### src/hw/scalar_pkg.sv
//////////////////////////////////////////////////
// Scalar unit package
// Widths, instruction format, opcodes, run states
// and the structs passed between the blocks
//////////////////////////////////////////////////

package scalar_pkg;

	localparam int DATA_W = 16;
	localparam int NUM_REG = 8;
	localparam int ADDR_W = 5;
	localparam int IMEM_DEPTH = 2 ** ADDR_W;
	localparam int ISSUE_W = 4;
	localparam int IMM_W = 8;

	typedef logic [DATA_W-1:0] data_t;
	typedef logic [$clog2(NUM_REG)-1:0] reg_idx_t;
	typedef logic [ADDR_W-1:0] address_t;
	typedef logic [ISSUE_W-1:0] issue_no_t;
	typedef logic [IMM_W-1:0] imm_t;

	typedef enum logic [2:0] {
		op_add = 3'd0,
		op_sub = 3'd1,
		op_xor = 3'd2,
		op_ldi = 3'd3,
		op_halt = 3'd4
	} op_t;

	// Unit bit selects the backend, 1 sends it to the vector unit
	typedef struct packed {
		logic unit;
		op_t op;
		reg_idx_t dst;
		reg_idx_t src1;
		reg_idx_t src2;
		imm_t imm;
	} instr_t;

	typedef struct packed {
		logic valid;
		issue_no_t issue_no;
		instr_t instr;
	} issue_t;

	typedef struct packed {
		logic valid;
		issue_no_t issue_no;
		instr_t instr;
	} vcmd_t;

	typedef struct packed {
		logic valid;
		reg_idx_t dst;
		data_t data;
	} wb_t;

	typedef struct packed {
		logic valid;
		issue_no_t issue_no;
		logic unit;
	} commit_t;

	typedef enum logic [1:0] {
		st_idle = 2'd0,
		st_run = 2'd1,
		st_halt = 2'd2
	} run_state_t;

	// Oldest entry of a reorder buffer
	typedef struct packed {
		logic valid;
		logic done;
		issue_no_t issue_no;
	} rob_head_t;

endpackage

### src/hw/commit_arbiter.sv
//////////////////////////////////////////////////
// Commit arbiter
// Grants the buffer whose head holds the next
// issue number and drives the commit port
//////////////////////////////////////////////////

`timescale 1ns/1ps

module commit_arbiter (
	input logic clock,
	input logic reset,
	input scalar_pkg::rob_head_t head_s,
	input scalar_pkg::rob_head_t head_v,
	output logic grant_s,
	output logic grant_v,
	output scalar_pkg::commit_t commit
);

	scalar_pkg::issue_no_t next_no;

	assign grant_s = head_s.valid && head_s.done && head_s.issue_no == next_no;
	assign grant_v = head_v.valid && head_v.done && head_v.issue_no == next_no;

	always_ff @(posedge clock) begin
		if (reset) begin
			next_no <= '0;
			commit.valid <= 1'b0;
		end else begin
			commit.valid <= grant_s || grant_v;
			if (grant_s || grant_v) begin
				next_no <= next_no + scalar_pkg::issue_no_t'(1);
			end
		end
		commit.issue_no <= next_no;
		commit.unit <= grant_v;
	end

	// Issue numbers are unique across both buffers
	one_grant: assert property (@(posedge clock) disable iff (reset)
		!(grant_s && grant_v));

endmodule

### src/hw/fetch_issue.sv
//////////////////////////////////////////////////
// Fetch and issue
// Program loading, in-order fetch, issue numbering
// and steering to the scalar or vector backend
//////////////////////////////////////////////////

`timescale 1ns/1ps

module fetch_issue (
	input logic clock,
	input logic reset,
	input logic store_req,
	input scalar_pkg::instr_t store_instr,
	output logic store_ack,
	input logic start,
	output logic mem_we,
	output scalar_pkg::address_t mem_waddr,
	output scalar_pkg::instr_t mem_wdata,
	output scalar_pkg::address_t mem_raddr,
	input scalar_pkg::instr_t mem_rdata,
	input logic full_s,
	input logic full_v,
	output scalar_pkg::issue_t issue_s,
	output scalar_pkg::vcmd_t vcmd,
	output logic store_s,
	output logic store_v,
	output scalar_pkg::issue_no_t store_no,
	output logic term
);

	scalar_pkg::run_state_t state;
	scalar_pkg::address_t pc;
	scalar_pkg::address_t load_ptr;
	scalar_pkg::issue_no_t issue_cnt;
	logic fetch_valid;
	logic running;
	logic target_full;
	logic halt_now;
	logic stall;
	logic do_issue;

	assign running = state == scalar_pkg::st_run;
	assign target_full = mem_rdata.unit ? full_v : full_s;
	assign halt_now = running && fetch_valid && mem_rdata.op == scalar_pkg::op_halt;
	assign stall = running && fetch_valid && !halt_now && target_full;
	assign do_issue = running && fetch_valid && !halt_now && !target_full;

	// Loading goes to consecutive addresses
	assign mem_we = store_req;
	assign mem_waddr = load_ptr;
	assign mem_wdata = store_instr;

	// Re-read the held word while stalled
	assign mem_raddr = stall ? pc - scalar_pkg::address_t'(1) : pc;

	//////////////////////////////////////////////////
	// Steering
	assign issue_s.valid = do_issue && !mem_rdata.unit;
	assign issue_s.issue_no = issue_cnt;
	assign issue_s.instr = mem_rdata;
	assign vcmd.valid = do_issue && mem_rdata.unit;
	assign vcmd.issue_no = issue_cnt;
	assign vcmd.instr = mem_rdata;

	assign store_s = issue_s.valid;
	assign store_v = vcmd.valid;
	assign store_no = issue_cnt;
	assign term = state == scalar_pkg::st_halt;

	//////////////////////////////////////////////////
	// Run control
	always_ff @(posedge clock) begin
		if (reset) begin
			state <= scalar_pkg::st_idle;
			pc <= '0;
			load_ptr <= '0;
			issue_cnt <= '0;
			fetch_valid <= 1'b0;
			store_ack <= 1'b0;
		end else begin
			store_ack <= store_req;
			if (start) begin
				state <= scalar_pkg::st_run;
				pc <= '0;
				load_ptr <= '0;
				issue_cnt <= '0;
				fetch_valid <= 1'b0;
			end else begin
				if (store_req) begin
					load_ptr <= load_ptr + scalar_pkg::address_t'(1);
				end
				if (halt_now) begin
					state <= scalar_pkg::st_halt;
				end
				if (running && !stall && !halt_now) begin
					pc <= pc + scalar_pkg::address_t'(1);
				end
				fetch_valid <= running && !halt_now;
				if (do_issue) begin
					issue_cnt <= issue_cnt + scalar_pkg::issue_no_t'(1);
				end
			end
		end
	end

	// Nothing issues once halted
	halt_blocks_issue: assert property (@(posedge clock) disable iff (reset)
		state == scalar_pkg::st_halt |-> !(issue_s.valid || vcmd.valid));

endmodule

### src/hw/instr_mem.sv
//////////////////////////////////////////////////
// Instruction memory
// One write port for program loading and one
// registered read port for fetch
//////////////////////////////////////////////////

`timescale 1ns/1ps

module instr_mem (
	input logic clock,
	input logic reset,
	input logic we,
	input scalar_pkg::address_t waddr,
	input scalar_pkg::instr_t wdata,
	input scalar_pkg::address_t raddr,
	output scalar_pkg::instr_t rdata
);

	scalar_pkg::instr_t mem [scalar_pkg::IMEM_DEPTH];

	// Program store
	always_ff @(posedge clock) begin
		if (we) begin
			mem[waddr] <= wdata;
		end
	end

	// Fetch read, one cycle latency
	always_ff @(posedge clock) begin
		if (reset) begin
			rdata <= '0;
		end else begin
			rdata <= mem[raddr];
		end
	end

endmodule

### src/hw/reorder_buffer.sv
//////////////////////////////////////////////////
// Reorder buffer
// Circular list of issue numbers with done bits,
// completed in order and popped on commit grant
//////////////////////////////////////////////////

`timescale 1ns/1ps

module reorder_buffer #(
	parameter int NUM_ENTRY = 4
) (
	input logic clock,
	input logic reset,
	input logic store,
	input scalar_pkg::issue_no_t store_no,
	input logic complete,
	input logic grant,
	output scalar_pkg::rob_head_t head,
	output logic full
);

	localparam int PTR_W = (NUM_ENTRY > 1) ? $clog2(NUM_ENTRY) : 1;
	localparam int CNT_W = $clog2(NUM_ENTRY + 1);

	scalar_pkg::issue_no_t entry_no [NUM_ENTRY];
	logic [NUM_ENTRY-1:0] done;
	logic [PTR_W-1:0] wr_ptr;
	logic [PTR_W-1:0] cm_ptr;
	logic [PTR_W-1:0] rd_ptr;
	logic [CNT_W-1:0] count;
	logic [CNT_W-1:0] n_pend;

	function automatic logic [PTR_W-1:0] next_ptr(input logic [PTR_W-1:0] ptr);
		next_ptr = (ptr == PTR_W'(NUM_ENTRY - 1)) ? '0 : ptr + PTR_W'(1);
	endfunction

	assign head.valid = count != '0;
	assign head.done = done[rd_ptr];
	assign head.issue_no = entry_no[rd_ptr];
	assign full = count == CNT_W'(NUM_ENTRY);

	// Issue numbers carry no reset
	always_ff @(posedge clock) begin
		if (store) begin
			entry_no[wr_ptr] <= store_no;
		end
	end

	//////////////////////////////////////////////////
	// Pointers and done bits
	always_ff @(posedge clock) begin
		if (reset) begin
			wr_ptr <= '0;
			cm_ptr <= '0;
			rd_ptr <= '0;
			count <= '0;
			n_pend <= '0;
			done <= '0;
		end else begin
			if (store) begin
				wr_ptr <= next_ptr(wr_ptr);
				done[wr_ptr] <= 1'b0;
			end
			// Completion marks the oldest pending entry
			if (complete) begin
				cm_ptr <= next_ptr(cm_ptr);
				done[cm_ptr] <= 1'b1;
			end
			if (grant) begin
				rd_ptr <= next_ptr(rd_ptr);
			end
			count <= count + CNT_W'(store) - CNT_W'(grant);
			n_pend <= n_pend + CNT_W'(store) - CNT_W'(complete);
		end
	end

	no_store_when_full: assert property (@(posedge clock) disable iff (reset)
		store |-> !full);
	no_orphan_complete: assert property (@(posedge clock) disable iff (reset)
		complete |-> n_pend != '0);

endmodule

### src/hw/scalar_exec.sv
//////////////////////////////////////////////////
// Scalar backend
// Register file and single ALU stage, result is
// written back one cycle after issue
//////////////////////////////////////////////////

`timescale 1ns/1ps

module scalar_exec (
	input logic clock,
	input logic reset,
	input scalar_pkg::issue_t issue_s,
	output scalar_pkg::wb_t wb
);

	scalar_pkg::data_t regs [scalar_pkg::NUM_REG];
	scalar_pkg::data_t src1_data;
	scalar_pkg::data_t src2_data;
	scalar_pkg::data_t result;

	assign src1_data = regs[issue_s.instr.src1];
	assign src2_data = regs[issue_s.instr.src2];

	// ALU, wraps modulo 2^16
	always_comb begin
		case (issue_s.instr.op)
			scalar_pkg::op_add: result = src1_data + src2_data;
			scalar_pkg::op_sub: result = src1_data - src2_data;
			scalar_pkg::op_xor: result = src1_data ^ src2_data;
			scalar_pkg::op_ldi: result = scalar_pkg::data_t'(issue_s.instr.imm);
			default: result = '0;
		endcase
	end

	//////////////////////////////////////////////////
	// Write-back
	always_ff @(posedge clock) begin
		if (reset) begin
			wb.valid <= 1'b0;
			for (int i = 0; i < scalar_pkg::NUM_REG; i++) begin
				regs[i] <= '0;
			end
		end else begin
			wb.valid <= issue_s.valid;
			if (issue_s.valid) begin
				regs[issue_s.instr.dst] <= result;
			end
		end
		wb.dst <= issue_s.instr.dst;
		wb.data <= result;
	end

endmodule

### src/hw/scalar_unit.sv
//////////////////////////////////////////////////
// Scalar unit top level
// Front end, scalar backend, vector command port
// and in-order commit over two reorder buffers
//////////////////////////////////////////////////

`timescale 1ns/1ps

module scalar_unit #(
	parameter int NUM_ENTRY_S = 4,
	parameter int NUM_ENTRY_V = 4
) (
	input logic clock,
	input logic reset,
	input logic store_req,
	input scalar_pkg::instr_t store_instr,
	output logic store_ack,
	input logic start,
	output scalar_pkg::vcmd_t vcmd,
	input logic vector_done,
	output scalar_pkg::wb_t wb,
	output scalar_pkg::commit_t commit,
	output logic term
);

	logic mem_we;
	scalar_pkg::address_t mem_waddr;
	scalar_pkg::instr_t mem_wdata;
	scalar_pkg::address_t mem_raddr;
	scalar_pkg::instr_t mem_rdata;
	logic full_s;
	logic full_v;
	scalar_pkg::issue_t issue_s;
	logic store_s;
	logic store_v;
	scalar_pkg::issue_no_t store_no;
	scalar_pkg::rob_head_t head_s;
	scalar_pkg::rob_head_t head_v;
	logic grant_s;
	logic grant_v;

	//////////////////////////////////////////////////
	// Front end
	instr_mem i_instr_mem (
		.clock(clock),
		.reset(reset),
		.we(mem_we),
		.waddr(mem_waddr),
		.wdata(mem_wdata),
		.raddr(mem_raddr),
		.rdata(mem_rdata)
	);

	fetch_issue i_fetch_issue (
		.clock(clock),
		.reset(reset),
		.store_req(store_req),
		.store_instr(store_instr),
		.store_ack(store_ack),
		.start(start),
		.mem_we(mem_we),
		.mem_waddr(mem_waddr),
		.mem_wdata(mem_wdata),
		.mem_raddr(mem_raddr),
		.mem_rdata(mem_rdata),
		.full_s(full_s),
		.full_v(full_v),
		.issue_s(issue_s),
		.vcmd(vcmd),
		.store_s(store_s),
		.store_v(store_v),
		.store_no(store_no),
		.term(term)
	);

	scalar_exec i_scalar_exec (
		.clock(clock),
		.reset(reset),
		.issue_s(issue_s),
		.wb(wb)
	);

	//////////////////////////////////////////////////
	// Commit path
	reorder_buffer #(
		.NUM_ENTRY(NUM_ENTRY_S)
	) rob_s (
		.clock(clock),
		.reset(reset),
		.store(store_s),
		.store_no(store_no),
		.complete(wb.valid),
		.grant(grant_s),
		.head(head_s),
		.full(full_s)
	);

	reorder_buffer #(
		.NUM_ENTRY(NUM_ENTRY_V)
	) rob_v (
		.clock(clock),
		.reset(reset),
		.store(store_v),
		.store_no(store_no),
		.complete(vector_done),
		.grant(grant_v),
		.head(head_v),
		.full(full_v)
	);

	commit_arbiter i_commit_arbiter (
		.clock(clock),
		.reset(reset),
		.head_s(head_s),
		.head_v(head_v),
		.grant_s(grant_s),
		.grant_v(grant_v),
		.commit(commit)
	);

endmodule

### config.mk
export PLATFORM = sky130hd
export DESIGN_NAME = scalar_unit
export DESIGN_NICKNAME = d
export VERILOG_FILES = /design/src/hw/scalar_pkg.sv /design/src/hw/commit_arbiter.sv /design/src/hw/fetch_issue.sv /design/src/hw/instr_mem.sv /design/src/hw/reorder_buffer.sv /design/src/hw/scalar_exec.sv /design/src/hw/scalar_unit.sv
export SDC_FILE = /design/constraint.sdc
export NUM_CORES = 1
export LEC_CHECK = 0
export ABC_AREA = 0
export BUFFER_PORTS_ARGS = -buffer_cell sky130_fd_sc_hd__buf_2
export CORE_MARGIN = 2
export CORE_UTILIZATION = 40
export CTS_CLUSTER_SIZE = 16
export DETAILED_ROUTE_END_ITERATION = 12
export PLACE_DENSITY = 0.54
export SLEW_MARGIN = 5
export SYNTH_ARGS = -nofsm -noshare
export SYNTH_HDL_FRONTEND = slang
export SYNTH_SLANG_ARGS = --single-unit
export TNS_END_PERCENT = 1
### constraint.sdc
create_clock -name clock -period 4.6 [get_ports clock]
set_input_delay 0.92 -clock clock [delete_from_list [all_inputs] [get_ports clock]]
set_output_delay 0.92 -clock clock [all_outputs]
set_load 0.01 [all_outputs]
# After elaboration in Yosys (flattened, before gate mapping)

Memories as Yosys holds them, arrays and structs flattened. A register that Yosys moved wholly into a read port is not among the register bits.
Index checks and enable logic that the tools add are counted.

Memory bits (writable): 832
Memories kept: 4
ROM bits: 0
Latch bits: 0
Output and inout port bits: 54
Register bits: 74
Bits of input ports: 26

Multiply operators: 0
Order comparisons: 10
Eq/ne operators: 16
Div/mod/pow operators: 0
Mux-type cells: 46
Add/sub/neg operators: 17
Bitwise gates (word level): 7
Reduce and logical (&&, ||, !) cells: 29
Shifts and indexed selects: 0

Memory list:

| name               | words | bits a word | read ports | clocked after Yosys merged registers in | wr ports | line                 | text |
|---|---|---|---|---|---|---|---|
| i_instr_mem.mem    | 32    | 21          | 1          | 1                                       | 1        | instr_mem.sv:19      | `scalar_pkg::instr_t mem [scalar_pkg::IMEM_DEPTH];` |
| i_scalar_exec.regs | 8     | 16          | 2          | 0                                       | 8        | scalar_exec.sv:16    | `scalar_pkg::data_t regs [scalar_pkg::NUM_REG];` |
| rob_s.entry_no     | 4     | 4           | 1          | 1                                       | 1        | reorder_buffer.sv:25 | `scalar_pkg::issue_no_t entry_no [NUM_ENTRY];` |
| rob_v.entry_no     | 4     | 4           | 1          | 1                                       | 1        | reorder_buffer.sv:25 |  |

Operators with widths:

| cell                                                              | count |
|---|---|
| case mux 16 bit (4 select lines)                                  | 1 |
| two-way mux 4 bit                                                 | 6 |
| two-way mux 1 bit                                                 | 20 |
| two-way mux 2 bit                                                 | 10 |
| logical AND 1 bit                                                 | 18 |
| less-than comparator 2 x 3 -> 1 bit, second input constant        | 6 |
| adder 16 bit                                                      | 1 |
| two-way mux 16 bit                                                | 1 |
| OR reduction 16 bit                                               | 1 |
| subtractor 16 bit                                                 | 1 |
| XOR 16 bit                                                        | 1 |
| == test 2 bit, second input constant                              | 7 |
| adder 2 x 1 -> 2 bit, second input constant                       | 6 |
| adder 5 x 1 -> 5 bit, second input constant                       | 2 |
| == test 3 bit, second input constant                              | 3 |
| adder 4 x 1 -> 4 bit, second input constant                       | 2 |
| AND 4 bit                                                         | 2 |
| demux 1 bit (select 2 bit)                                        | 4 |
| == test 4 bit                                                     | 2 |
| greater-or-equal comparator 2 x 1 -> 1 bit, second input constant | 4 |
| inverter 4 bit                                                    | 2 |
| OR 4 bit                                                          | 2 |
| adder 3 x 1 -> 3 bit                                              | 2 |
| == test 3 x 2 -> 1 bit, second input constant                     | 2 |
| other kinds (13)                                                  | 19 |

# Logic depth before layout (Yosys ltp)

Gate-level depths: netlist of run 1.

Word-level depth: 12
Mapped depth: 20

# Modules after synthesis

A second synthesis of run 1 with hierarchy kept.

Cells, all modules: 2266
Area total of the unflattened synthesis: 39800.7 um^2

By module, submodules not included:

| module                 | times used | cells an instance | area each (um^2) |
|---|---|---|---|
| instr_mem              | 1          | 1150              | 26354.0 |
| scalar_exec            | 1          | 718               | 8849.7 |
| fetch_issue            | 1          | 170               | 1508.9 |
| reorder_buffer (rob_v) | 1          | 95                | 1351.3 |
| reorder_buffer (rob_s) | 1          | 94                | 1345.0 |
| commit_arbiter         | 1          | 39                | 391.6 |

# Least setup slack after synthesis of run 1

Ideal clock, no wire load.

Kind: register to register
Start: register, netlist name i_instr_mem.rdata[8]
End: memory i_scalar_exec.regs[0][14] (netlist name), data pin
Arrival: 4.660 ns
Setup time: 0.272 ns
Data required time: 4.328 ns
Path buffers: 2
Clock period less this slack: 4.932 ns
Path slack: -0.332 ns
Cell stages (with the launch flop): 18
Path through: dfxtp_1 > clkbuf_1 > buf_2 > mux4_2 > mux2i_1 > ha_1 > nand2_1 > o21ai_0 > xnor2_1 > ha_1 > and3_1 > and2_1 > a221o_1 > a311o_1 > a2111o_1 > and4b_1 > nor3_2 > nor2_1

RTL lines:

| element       | line |
|---|---|
| end, declared | scalar_exec.sv:16 |

==> results of run 1 <==
## registers in the layout, summed over array words and instances, names as in the netlist, 2 cells and up, named ones only
name / cells
i_commit_arbiter.commit: 6
i_commit_arbiter.next_no: 4
i_fetch_issue.mem_waddr: 5
i_fetch_issue.pc: 5
i_fetch_issue.state: 2
i_fetch_issue.store_no: 4
i_instr_mem.mem: 672
i_instr_mem.rdata: 21
i_scalar_exec.regs: 128
i_scalar_exec.wb: 20
rob_s.cm_ptr: 2
rob_s.count: 3
rob_s.done: 4
rob_s.entry_no: 16
rob_s.rd_ptr: 2
rob_s.wr_ptr: 2
rob_v.cm_ptr: 2
rob_v.count: 3
rob_v.done: 4
rob_v.entry_no: 16
rob_v.rd_ptr: 2
rob_v.wr_ptr: 2
## power groups by stage
stage               Sequential, mW  Combinational [mW]  Clock [mW]
finish                        9.45                2.17        7.79
global route                  9.46                2.34        8.27
CTS                           9.45                2.12        7.94
detailed placement            9.63                2.09           0
global placement              9.62                2.07           0
floorplan                     9.62                1.26           0
## what timing repair did
| item | in CTS | in global routing |
|---|---|---|
| buffers inserted | 2 | 4 |
| hold endpoints to repair | 0 | 0 |
| cloned | 0 | 1 |
| pin swaps | 1 | 10 |
| gates resized for setup | 2 | 17 |
| endpoints found under the setup margin | 16 | 27 |
## through the flow
| stage | power (mW) | area [sq um] | std cells | utilization |
|---|---|---|---|---|
| floorplan | 10.88 | 39180 | 2764 | - |
| global placement | 11.69 | 41850 | 4103 | 0.4321 |
| detailed placement | 11.72 | 41850 | 4103 | 0.4321 |
| CTS | 19.51 | 45050 | 4288 | 0.4652 |
| global route | 20.07 | 45170 | 4293 | 0.4664 |
| finish | 19.40 | 45170 | 4293 | 0.4664 |
## path summary, 6_finish.rpt
kind / endpoint / depth (start not counted)
max: i_scalar_exec.regs[4][14] / 17
max reg2reg: i_scalar_exec.regs[4][14] / 17
min: i_scalar_exec.wb[18] / 0
min reg2reg: i_scalar_exec.wb[18] / 0
## layer usage
| layer | wire length (um) | track usage | part of all wire |
|---|---|---|---|
| met5 | 24 | 0 | 0.00022 |
| met4 | 3317 | 0.06861 | 0.030 |
| met3 | 7322 | 0.03822 | 0.067 |
| met2 | 53060 | 0.3619 | 0.48 |
| met1 | 46240 | 0.2981 | 0.42 |
## critical path, delay by kind of cell (launching register included)
kind	cells	cell delay [ns]
muxes	2	0.54
xor gates and xnor gates	1	0.15
and+or+nand+nor	6	0.96
DFF	1	0.45
AOI/OAI and AO/OA	4	1.31
buffers and inverters	2	0.38
adders and majority gates	2	0.47
## final cells by class
| class | count | area, sq um | area share |
|---|---|---|---|
| Sequential cell | 931 | 26980 | 0.5973 |
| Multi-Input combinational cell | 1610 | 11420 | 0.2528 |
| Clock buffer | 130 | 2760 | 0.06111 |
| Timing Repair Buffer | 234 | 1765 | 0.03909 |
| Tap cell | 1276 | 1597 | 0.03535 |
| Clock inverter | 53 | 425.4 | 0.009419 |
| Inverter | 59 | 221.5 | 0.004903 |
## cell families after synthesis
family,Yosys count,share of synthesized area
AO/OA/AOI/OAI,309,0.05315
XOR/XNOR,70,0.01681
adder cells (fa/ha/maj),49,0.01624
buffers and inverters,224,0.02557
flip-flops,931,0.6888
multiplexers,205,0.09179
AND/OR/NAND/NOR,976,0.1076
## placed cells by master (no fill, tap or decap), types with 18 or more instances in the layout
cell type                   count
sky130_fd_sc_hd__edfxtp_1     832
sky130_fd_sc_hd__nand2_1      461
sky130_fd_sc_hd__nor2_1       200
sky130_fd_sc_hd__nand3_1      162
sky130_fd_sc_hd__buf_4        136
sky130_fd_sc_hd__mux4_2       112
sky130_fd_sc_hd__clkbuf_16    104
sky130_fd_sc_hd__a21oi_1      103
sky130_fd_sc_hd__dfxtp_1       94
sky130_fd_sc_hd__buf_2         79
sky130_fd_sc_hd__inv_1         52
sky130_fd_sc_hd__mux2i_1       48
sky130_fd_sc_hd__ha_1          46
sky130_fd_sc_hd__a32oi_1       41
sky130_fd_sc_hd__xor2_1        34
sky130_fd_sc_hd__xnor2_1       30
sky130_fd_sc_hd__nor2_2        30
sky130_fd_sc_hd__and3_1        24
sky130_fd_sc_hd__clkinv_1      24
sky130_fd_sc_hd__a21o_1        21
sky130_fd_sc_hd__o22ai_1       20
sky130_fd_sc_hd__o211ai_1      20
sky130_fd_sc_hd__clkbuf_1      20
sky130_fd_sc_hd__o21ai_0       19
sky130_fd_sc_hd__a2111oi_0     19
sky130_fd_sc_hd__mux2_1        19
sky130_fd_sc_hd__nand2b_1      18
==> impl_summary.log, run 1 <==
INFO  metric run_status = finished, final reports clean
INFO  metric critical-path-slowest-cell = sky130_fd_sc_hd__dfxtp_4
INFO  metric clock-skew-final = ~0.031 ns
INFO  metric power.combinational.fraction = 0.112
INFO  metric finalSetupTns = 0 ns
INFO  metric max_freq = between 200 and 250 MHz
INFO  metric kind_of_critical_path = register to register
INFO  metric worstSetupStartpointType = register
INFO  metric worstPathArrival = approximately 5.0 ns
INFO  metric htreeDepth = 3
INFO  metric internal_power = roughly 15 mW
INFO  metric reg2reg_setup_slack = between 0.06 and 0.07 ns
INFO  metric tightestPinTransition = 1.091 ns
INFO  metric grt.total_usage = 0.2198
INFO  metric finalWeightedCongestion = approximately 0.89
INFO  metric biggest_area_contributors_in_the_synthesized_netlist = sky130_fd_sc_hd__edfxtp_1, sky130_fd_sc_hd__mux4_2, sky130_fd_sc_hd__dfxtp_1, sky130_fd_sc_hd__nand2_1, sky130_fd_sc_hd__nor2_1
INFO  metric clock_power_share = 0.401
INFO  metric core.rowCount = between 100 and 150
INFO  metric crit_top_cell = sky130_fd_sc_hd__ha_1
INFO  metric worstSkewPairLatency = 0.69 ns
INFO  metric pin_count_of_the_biggest_net_entering_global_routing = 74
INFO  metric initial_utilization = 0.4042
INFO  metric cts.root.buffer_cell = sky130_fd_sc_hd__clkbuf_16
INFO  metric synth.cell_area = 0.03915 sq mm
INFO  metric post_synth_inst_count = around 2800
INFO  metric ant_nets = 0
INFO  metric cts_tree = built
INFO  metric flow.area_growth_from_synthesis = 15.38%
INFO  metric synth_common_cells = sky130_fd_sc_hd__edfxtp_1, sky130_fd_sc_hd__nand2_1, sky130_fd_sc_hd__nor2_1, sky130_fd_sc_hd__nand3_1, sky130_fd_sc_hd__mux4_2
INFO  metric synthesis.yosys.warnings = 0
INFO  metric port_buffers = 79
INFO  metric globalRouteOverflowTotal = 0
INFO  metric numClockSinks = between 900 and 1000
INFO  metric seq_power_share = 0.487
INFO  metric critical_path.reg2reg.startpoint = i_instr_mem.rdata[10]
INFO  metric finalSetupViolCount = 0
INFO  metric place_worst_setup_slack = -0.08488 ns
INFO  metric postSynth.topFlopCell = sky130_fd_sc_hd__edfxtp_1
INFO  metric power.static_leakage = approximately 16 nW
INFO  metric power.density = around 430 mW/mm^2
INFO  metric detailed_place_hpwl = between 60 and 70 mm
INFO  metric yosysTopAreaCellShare = 0.6382
INFO  metric ios = 80
INFO  metric cts_hold_buf = 0
INFO  metric grt_pass1_wl = 160.8 mm
INFO  metric worst-endpoint-required = ~5.0 ns
INFO  metric wl_per_cell = approximately 26 um
INFO  metric floorplan.die_area = 0.1004 sq mm
INFO  metric detailedRoute.firstPassIterationCount = 9
INFO  metric hp-start = i_instr_mem.rdata[16]
INFO  metric clock_tree.buffer_depth = 3
INFO  metric period_utilisation_layout = 0.9861
INFO  metric final.fill_count = about 8400
INFO  metric startpoint = i_instr_mem.rdata[10]
INFO  metric setup.worst_path.end_class = register
INFO  metric drt-vias-per-instance = roughly 5.6
INFO  metric synth_edf_count = between 800 and 900
INFO  metric drive_gt1_frac = 0.1952
INFO  metric finalHoldViolCount = 0
INFO  metric tritoncts.num_buffers = 101
INFO  metric worst_slew_margin_rel = 0.2538
INFO  metric clk_pin_slew = 0.06 ns
INFO  metric setup_repair_after_global_routing_missed_its_margin = true
INFO  metric netlist.top_cell.by_area = sky130_fd_sc_hd__edfxtp_1
INFO  metric critical_path.cell_chain = buf_4 -> mux4_2 -> mux2i_2 -> ha_1 -> nand2_1 -> o21ai_0 -> xnor2_1 -> ha_1 -> and3_1 -> and2_1 -> a221o_1 -> a311o_1 -> a2111o_1 -> and4b_1 -> nor3_4 -> buf_6 -> nor2_1
INFO  metric first_global_vias = ~24000
INFO  metric grt_antenna_before_repair = 6
INFO  metric finalWorstPathRequiredPeriod = 4.536 ns
INFO  metric floorplan_die_height = between 300 and 400 um
INFO  metric fin_worst_hold_slack = between 0.4 and 0.5 ns
INFO  metric max_cap_viol_count = 0
INFO  metric drt_first_iter_violations = 2314
INFO  metric ys_seq_area_frac = 0.6888
INFO  metric post-synth-top-count-cell = sky130_fd_sc_hd__edfxtp_1
INFO  metric post-route-drc-count = 0
INFO  metric synth_nets = roughly 2800
INFO  metric antenna_diode_count = 0
INFO  metric vias = about 24000
INFO  metric die_w = around 320 um
INFO  metric post_synth.cell_area_avg = around 14 sq um
INFO  metric async_reset_ff_frac = 0
INFO  metric worstHoldPathType = register to register
INFO  metric layout_nets = between 3000 and 4000
INFO  metric finalWorstSetupSlack = 0.06399 ns
INFO  metric slew_violations = 0
INFO  metric worstPathMaxFanout = 11
INFO  metric yosysUniqueCellTypes = between 70 and 80
INFO  metric core-area = between 0.09 and 0.1 sq mm
INFO  metric p_switching = 4.768 mW
INFO  metric irDropWorstVdd = ~340 uV
INFO  metric p_sw_frac = 0.2458
INFO  metric crit_path_max_incr_delay = ~0.45 ns
INFO  metric synth-seq-cells = approximately 930
INFO  metric total_routed_length = about 110 mm
Note: power is estimated with default switching activity, not from simulation.
==> run 2, diff against run 1 <==
- ABC_AREA: 0 -> 1
==> run 2 against run 1 <==
Sequential share of layout area decreased by 2.3 points. Critical endpoint is now i_scalar_exec.regs[0][12]. Largest cell class unchanged. Critical path depth is 2 higher. Design area rose by 4.1%. Maximum frequency rose by 12%.
==> impl_summary.log, run 2 <==
INFO  metric run_status = finished, final reports clean
INFO  metric worstSetupStartpointType = register
INFO  metric post_synth_inst_count = around 4100
INFO  metric first_global_vias = approximately 27000
INFO  metric layout_nets = between 4000 and 5000
INFO  metric synth.cell_area = between 0.04 and 0.05 sq mm
INFO  metric globalRouteOverflowTotal = 0
INFO  metric worstHoldPathType = register to register
INFO  metric postSynth.topFlopCell = sky130_fd_sc_hd__edfxtp_1
INFO  metric fin_worst_hold_slack = between 0.3 and 0.4 ns
INFO  metric finalHoldViolCount = 0
INFO  metric grt_antenna_before_repair = 5
INFO  metric tightestPinTransition = ~1 ns
INFO  metric flow.area_growth_from_synthesis = 13.42%
INFO  metric synthesis.yosys.warnings = 0
INFO  metric post-route-drc-count = 0
INFO  metric slew_violations = 0
INFO  metric ant_nets = 0
INFO  metric core.rowCount = approximately 120
INFO  metric cts.root.buffer_cell = sky130_fd_sc_hd__clkbuf_16
INFO  metric finalWorstPathRequiredPeriod = about 4 ns
INFO  metric internal_power = between 10 and 15 mW
INFO  metric ys_seq_area_frac = 0.6508
INFO  metric clock_tree.buffer_depth = 3
INFO  metric clock-skew-final = about 0.032 ns
INFO  metric max_freq = approximately 250 MHz
INFO  metric cts_hold_buf = 0
INFO  metric place_worst_setup_slack = approximately 0.63 ns
INFO  metric vias = between 20000 and 30000
INFO  metric die_w = approximately 330 um
INFO  metric max_cap_viol_count = 0
INFO  metric kind_of_critical_path = register to register
INFO  metric layoutNonFillerInstCount = roughly 5600
INFO  metric ios = 80
INFO  metric worst-endpoint-required = 5.01 ns
INFO  metric port_buffers = slightly below 80
INFO  metric post-synth-top-count-cell = sky130_fd_sc_hd__nand2_1
INFO  metric reg2reg_setup_slack = about 0.55 ns
INFO  metric clk_pin_slew = roughly 0.070 ns
INFO  metric yosysUniqueCellTypes = 50
INFO  metric tritoncts.num_buffers = between 100 and 150
INFO  metric floorplan_die_height = around 330 um
INFO  metric initial_utilization = 0.4015
INFO  metric p_switching = approximately 5.1 mW
INFO  metric synth_edf_count = between 800 and 900
INFO  metric setup_repair_after_global_routing_missed_its_margin = false
INFO  metric cts_tree = built
INFO  metric worstPathMaxFanout = 45
INFO  metric p_sw_frac = 0.2568
INFO  metric finalWeightedCongestion = 0.8879
INFO  metric synth_nets = a little over 4000
INFO  metric post_synth.cell_area_avg = approximately 10 sq um
INFO  metric post-route-cell-area = ~0.047 sq mm
INFO  metric detailedRoute.firstPassIterationCount = 5
INFO  metric post_cts_buffers = 0
INFO  metric htreeDepth = 3
INFO  metric drt_first_iter_violations = 2558
INFO  metric irDropWorstVdd = 307.4 uV
INFO  metric pin_count_of_the_biggest_net_entering_global_routing = 99
INFO  metric drive_gt1_frac = 0.09736
INFO  metric yosysTopAreaCellShare = 0.6029
INFO  metric finalWorstSetupSlack = ~0.55 ns
INFO  metric clock_power_share = 0.418
INFO  metric seq_power_share = 0.474
INFO  metric totalPowerFinal = ~20 mW
INFO  metric async_reset_ff_frac = 0
INFO  metric numClockSinks = 931
INFO  metric detailed_place_hpwl = between 60 and 70 mm
INFO  metric detailed_place.area = about 0.044 sq mm
INFO  metric worst_slew_margin_rel = 0.3144
INFO  metric setup.worst_path.end_class = register
INFO  metric max_reg_flops = roughly 670
INFO  metric cts_resizes = 0
INFO  metric worstPathArrival = approximately 4.5 ns
INFO  metric finalSetupViolCount = 0
INFO  metric layout_commonest_cell = sky130_fd_sc_hd__nand2_1
INFO  metric power.static_leakage = roughly 19 nW
INFO  metric place_inst = around 5400
INFO  metric biggestRegsByFlops = i_instr_mem.mem x672, i_scalar_exec.regs x128, i_instr_mem.rdata x21
INFO  metric finalSetupTns = 0 ns
INFO  metric commonest_non_fill_non_tap_cells_in_the_layout = sky130_fd_sc_hd__nand2_1, sky130_fd_sc_hd__edfxtp_1, sky130_fd_sc_hd__inv_1
INFO  metric worstSkewPairLatency = approximately 0.70 ns
INFO  metric grt.total_usage = 0.2137
INFO  metric wl_per_cell = roughly 20 um
INFO  metric power.combinational.fraction = 0.108
INFO  metric power.density = around 420 mW/mm^2
INFO  metric synth_common_cells = sky130_fd_sc_hd__nand2_1, sky130_fd_sc_hd__edfxtp_1, sky130_fd_sc_hd__inv_1, sky130_fd_sc_hd__nor2_1, sky130_fd_sc_hd__nand3_1
INFO  metric netlist.top_cell.by_area = sky130_fd_sc_hd__edfxtp_1
INFO  metric drt-vias-per-instance = just over 5
INFO  metric period_utilisation_layout = 0.8800
INFO  metric grt_pass1_wl = ~170 mm
INFO  metric largest_register = i_instr_mem.mem
INFO  metric finalCoreUtilization = 0.4554
INFO  metric core-area = 0.1032 sq mm
INFO  metric biggest_area_contributors_in_the_synthesized_netlist = sky130_fd_sc_hd__edfxtp_1, sky130_fd_sc_hd__nand2_1, sky130_fd_sc_hd__dfxtp_1, sky130_fd_sc_hd__nand3_1, sky130_fd_sc_hd__inv_1
INFO  metric synth-seq-cells = between 900 and 1000
INFO  metric floorplan.die_area = between 0.1 and 0.15 sq mm
INFO  metric total_routed_length = around 110 mm
-- run 2: changes by cell type after synthesis, moves of 50 or more --
cell                       delta
sky130_fd_sc_hd__inv_1      +378
sky130_fd_sc_hd__nand2_1    +621
sky130_fd_sc_hd__nor2_1     +166
sky130_fd_sc_hd__buf_2       +99
sky130_fd_sc_hd__o211ai_1   +134
sky130_fd_sc_hd__nand3_1    +197
sky130_fd_sc_hd__o21ai_0    +166
sky130_fd_sc_hd__mux4_2     -112
sky130_fd_sc_hd__mux2i_1     -50
-- run 2: final timing paths --
path / from / endpoint / cells after the start
min: i_commit_arbiter.next_no[3] / i_commit_arbiter.commit[4] / 0
min reg2reg: i_commit_arbiter.next_no[3] / i_commit_arbiter.commit[4] / 0
max: i_instr_mem.rdata[8] / i_scalar_exec.regs[0][12] / 19
max reg2reg: i_instr_mem.rdata[8] / i_scalar_exec.regs[0][12] / 19
-- run 2: cell families after synthesis --
group,count (synthesis),synth area share
fa+ha+maj,49,0.01534
flops,931,0.6508
buf+inv,657,0.06519
simple gates,1899,0.1878
compound gates,518,0.07419
xor+xnor,30,0.006703
-- run 2: metal layers --
metal  GRT usage  share of wire  vias up
li1            -              -    13877
met1      0.3015           0.45    13796
met2      0.3471           0.47      834
met3     0.02929          0.060      163
met4     0.05680          0.025        0
met5           0              0        -
-- run 2: final cells by class --
class / count / area [sq um]
tap: 1380 / 1727
inverter: 443 / 1670
timing repair buffer: 183 / 1301
sequential: 931 / 26970
multi-input combinational: 2496 / 11920
clock buffer: 131 / 2710
clock inverter: 58 / 701.9
fill: 9613 / 56200
antenna: 1 / 2.502
-- run 2: power by group through the flow --
stage	Clock (mW)	Sequential, mW	Combinational [mW]
floorplan	0	9.63	1.33
global placement	0	9.63	2.14
detailed placement	0	9.63	2.15
CTS	8.49	9.45	2.16
global route	8.81	9.46	2.39
finish	8.34	9.45	2.16
-- run 2: critical path, cell delays in order, from the launching register on --
cell and delay, ns:
sky130_fd_sc_hd__dfxtp_2 0.34, sky130_fd_sc_hd__buf_4 0.38, sky130_fd_sc_hd__buf_4 0.50, sky130_fd_sc_hd__nand2_1 0.10
sky130_fd_sc_hd__nand3_1 0.09, sky130_fd_sc_hd__nand3_1 0.08, sky130_fd_sc_hd__nand2_1 0.19, sky130_fd_sc_hd__nand2_1 0.07
sky130_fd_sc_hd__nand2_1 0.11, sky130_fd_sc_hd__nand2_1 0.07, sky130_fd_sc_hd__xor2_1 0.15, sky130_fd_sc_hd__ha_1 0.38
sky130_fd_sc_hd__nand2_1 0.09, sky130_fd_sc_hd__o21ai_0 0.24, sky130_fd_sc_hd__a21oi_1 0.10, sky130_fd_sc_hd__o21a_1 0.19
sky130_fd_sc_hd__o21ai_0 0.18, sky130_fd_sc_hd__nand2_1 0.14, sky130_fd_sc_hd__inv_1 0.24, sky130_fd_sc_hd__nor2_1 0.08
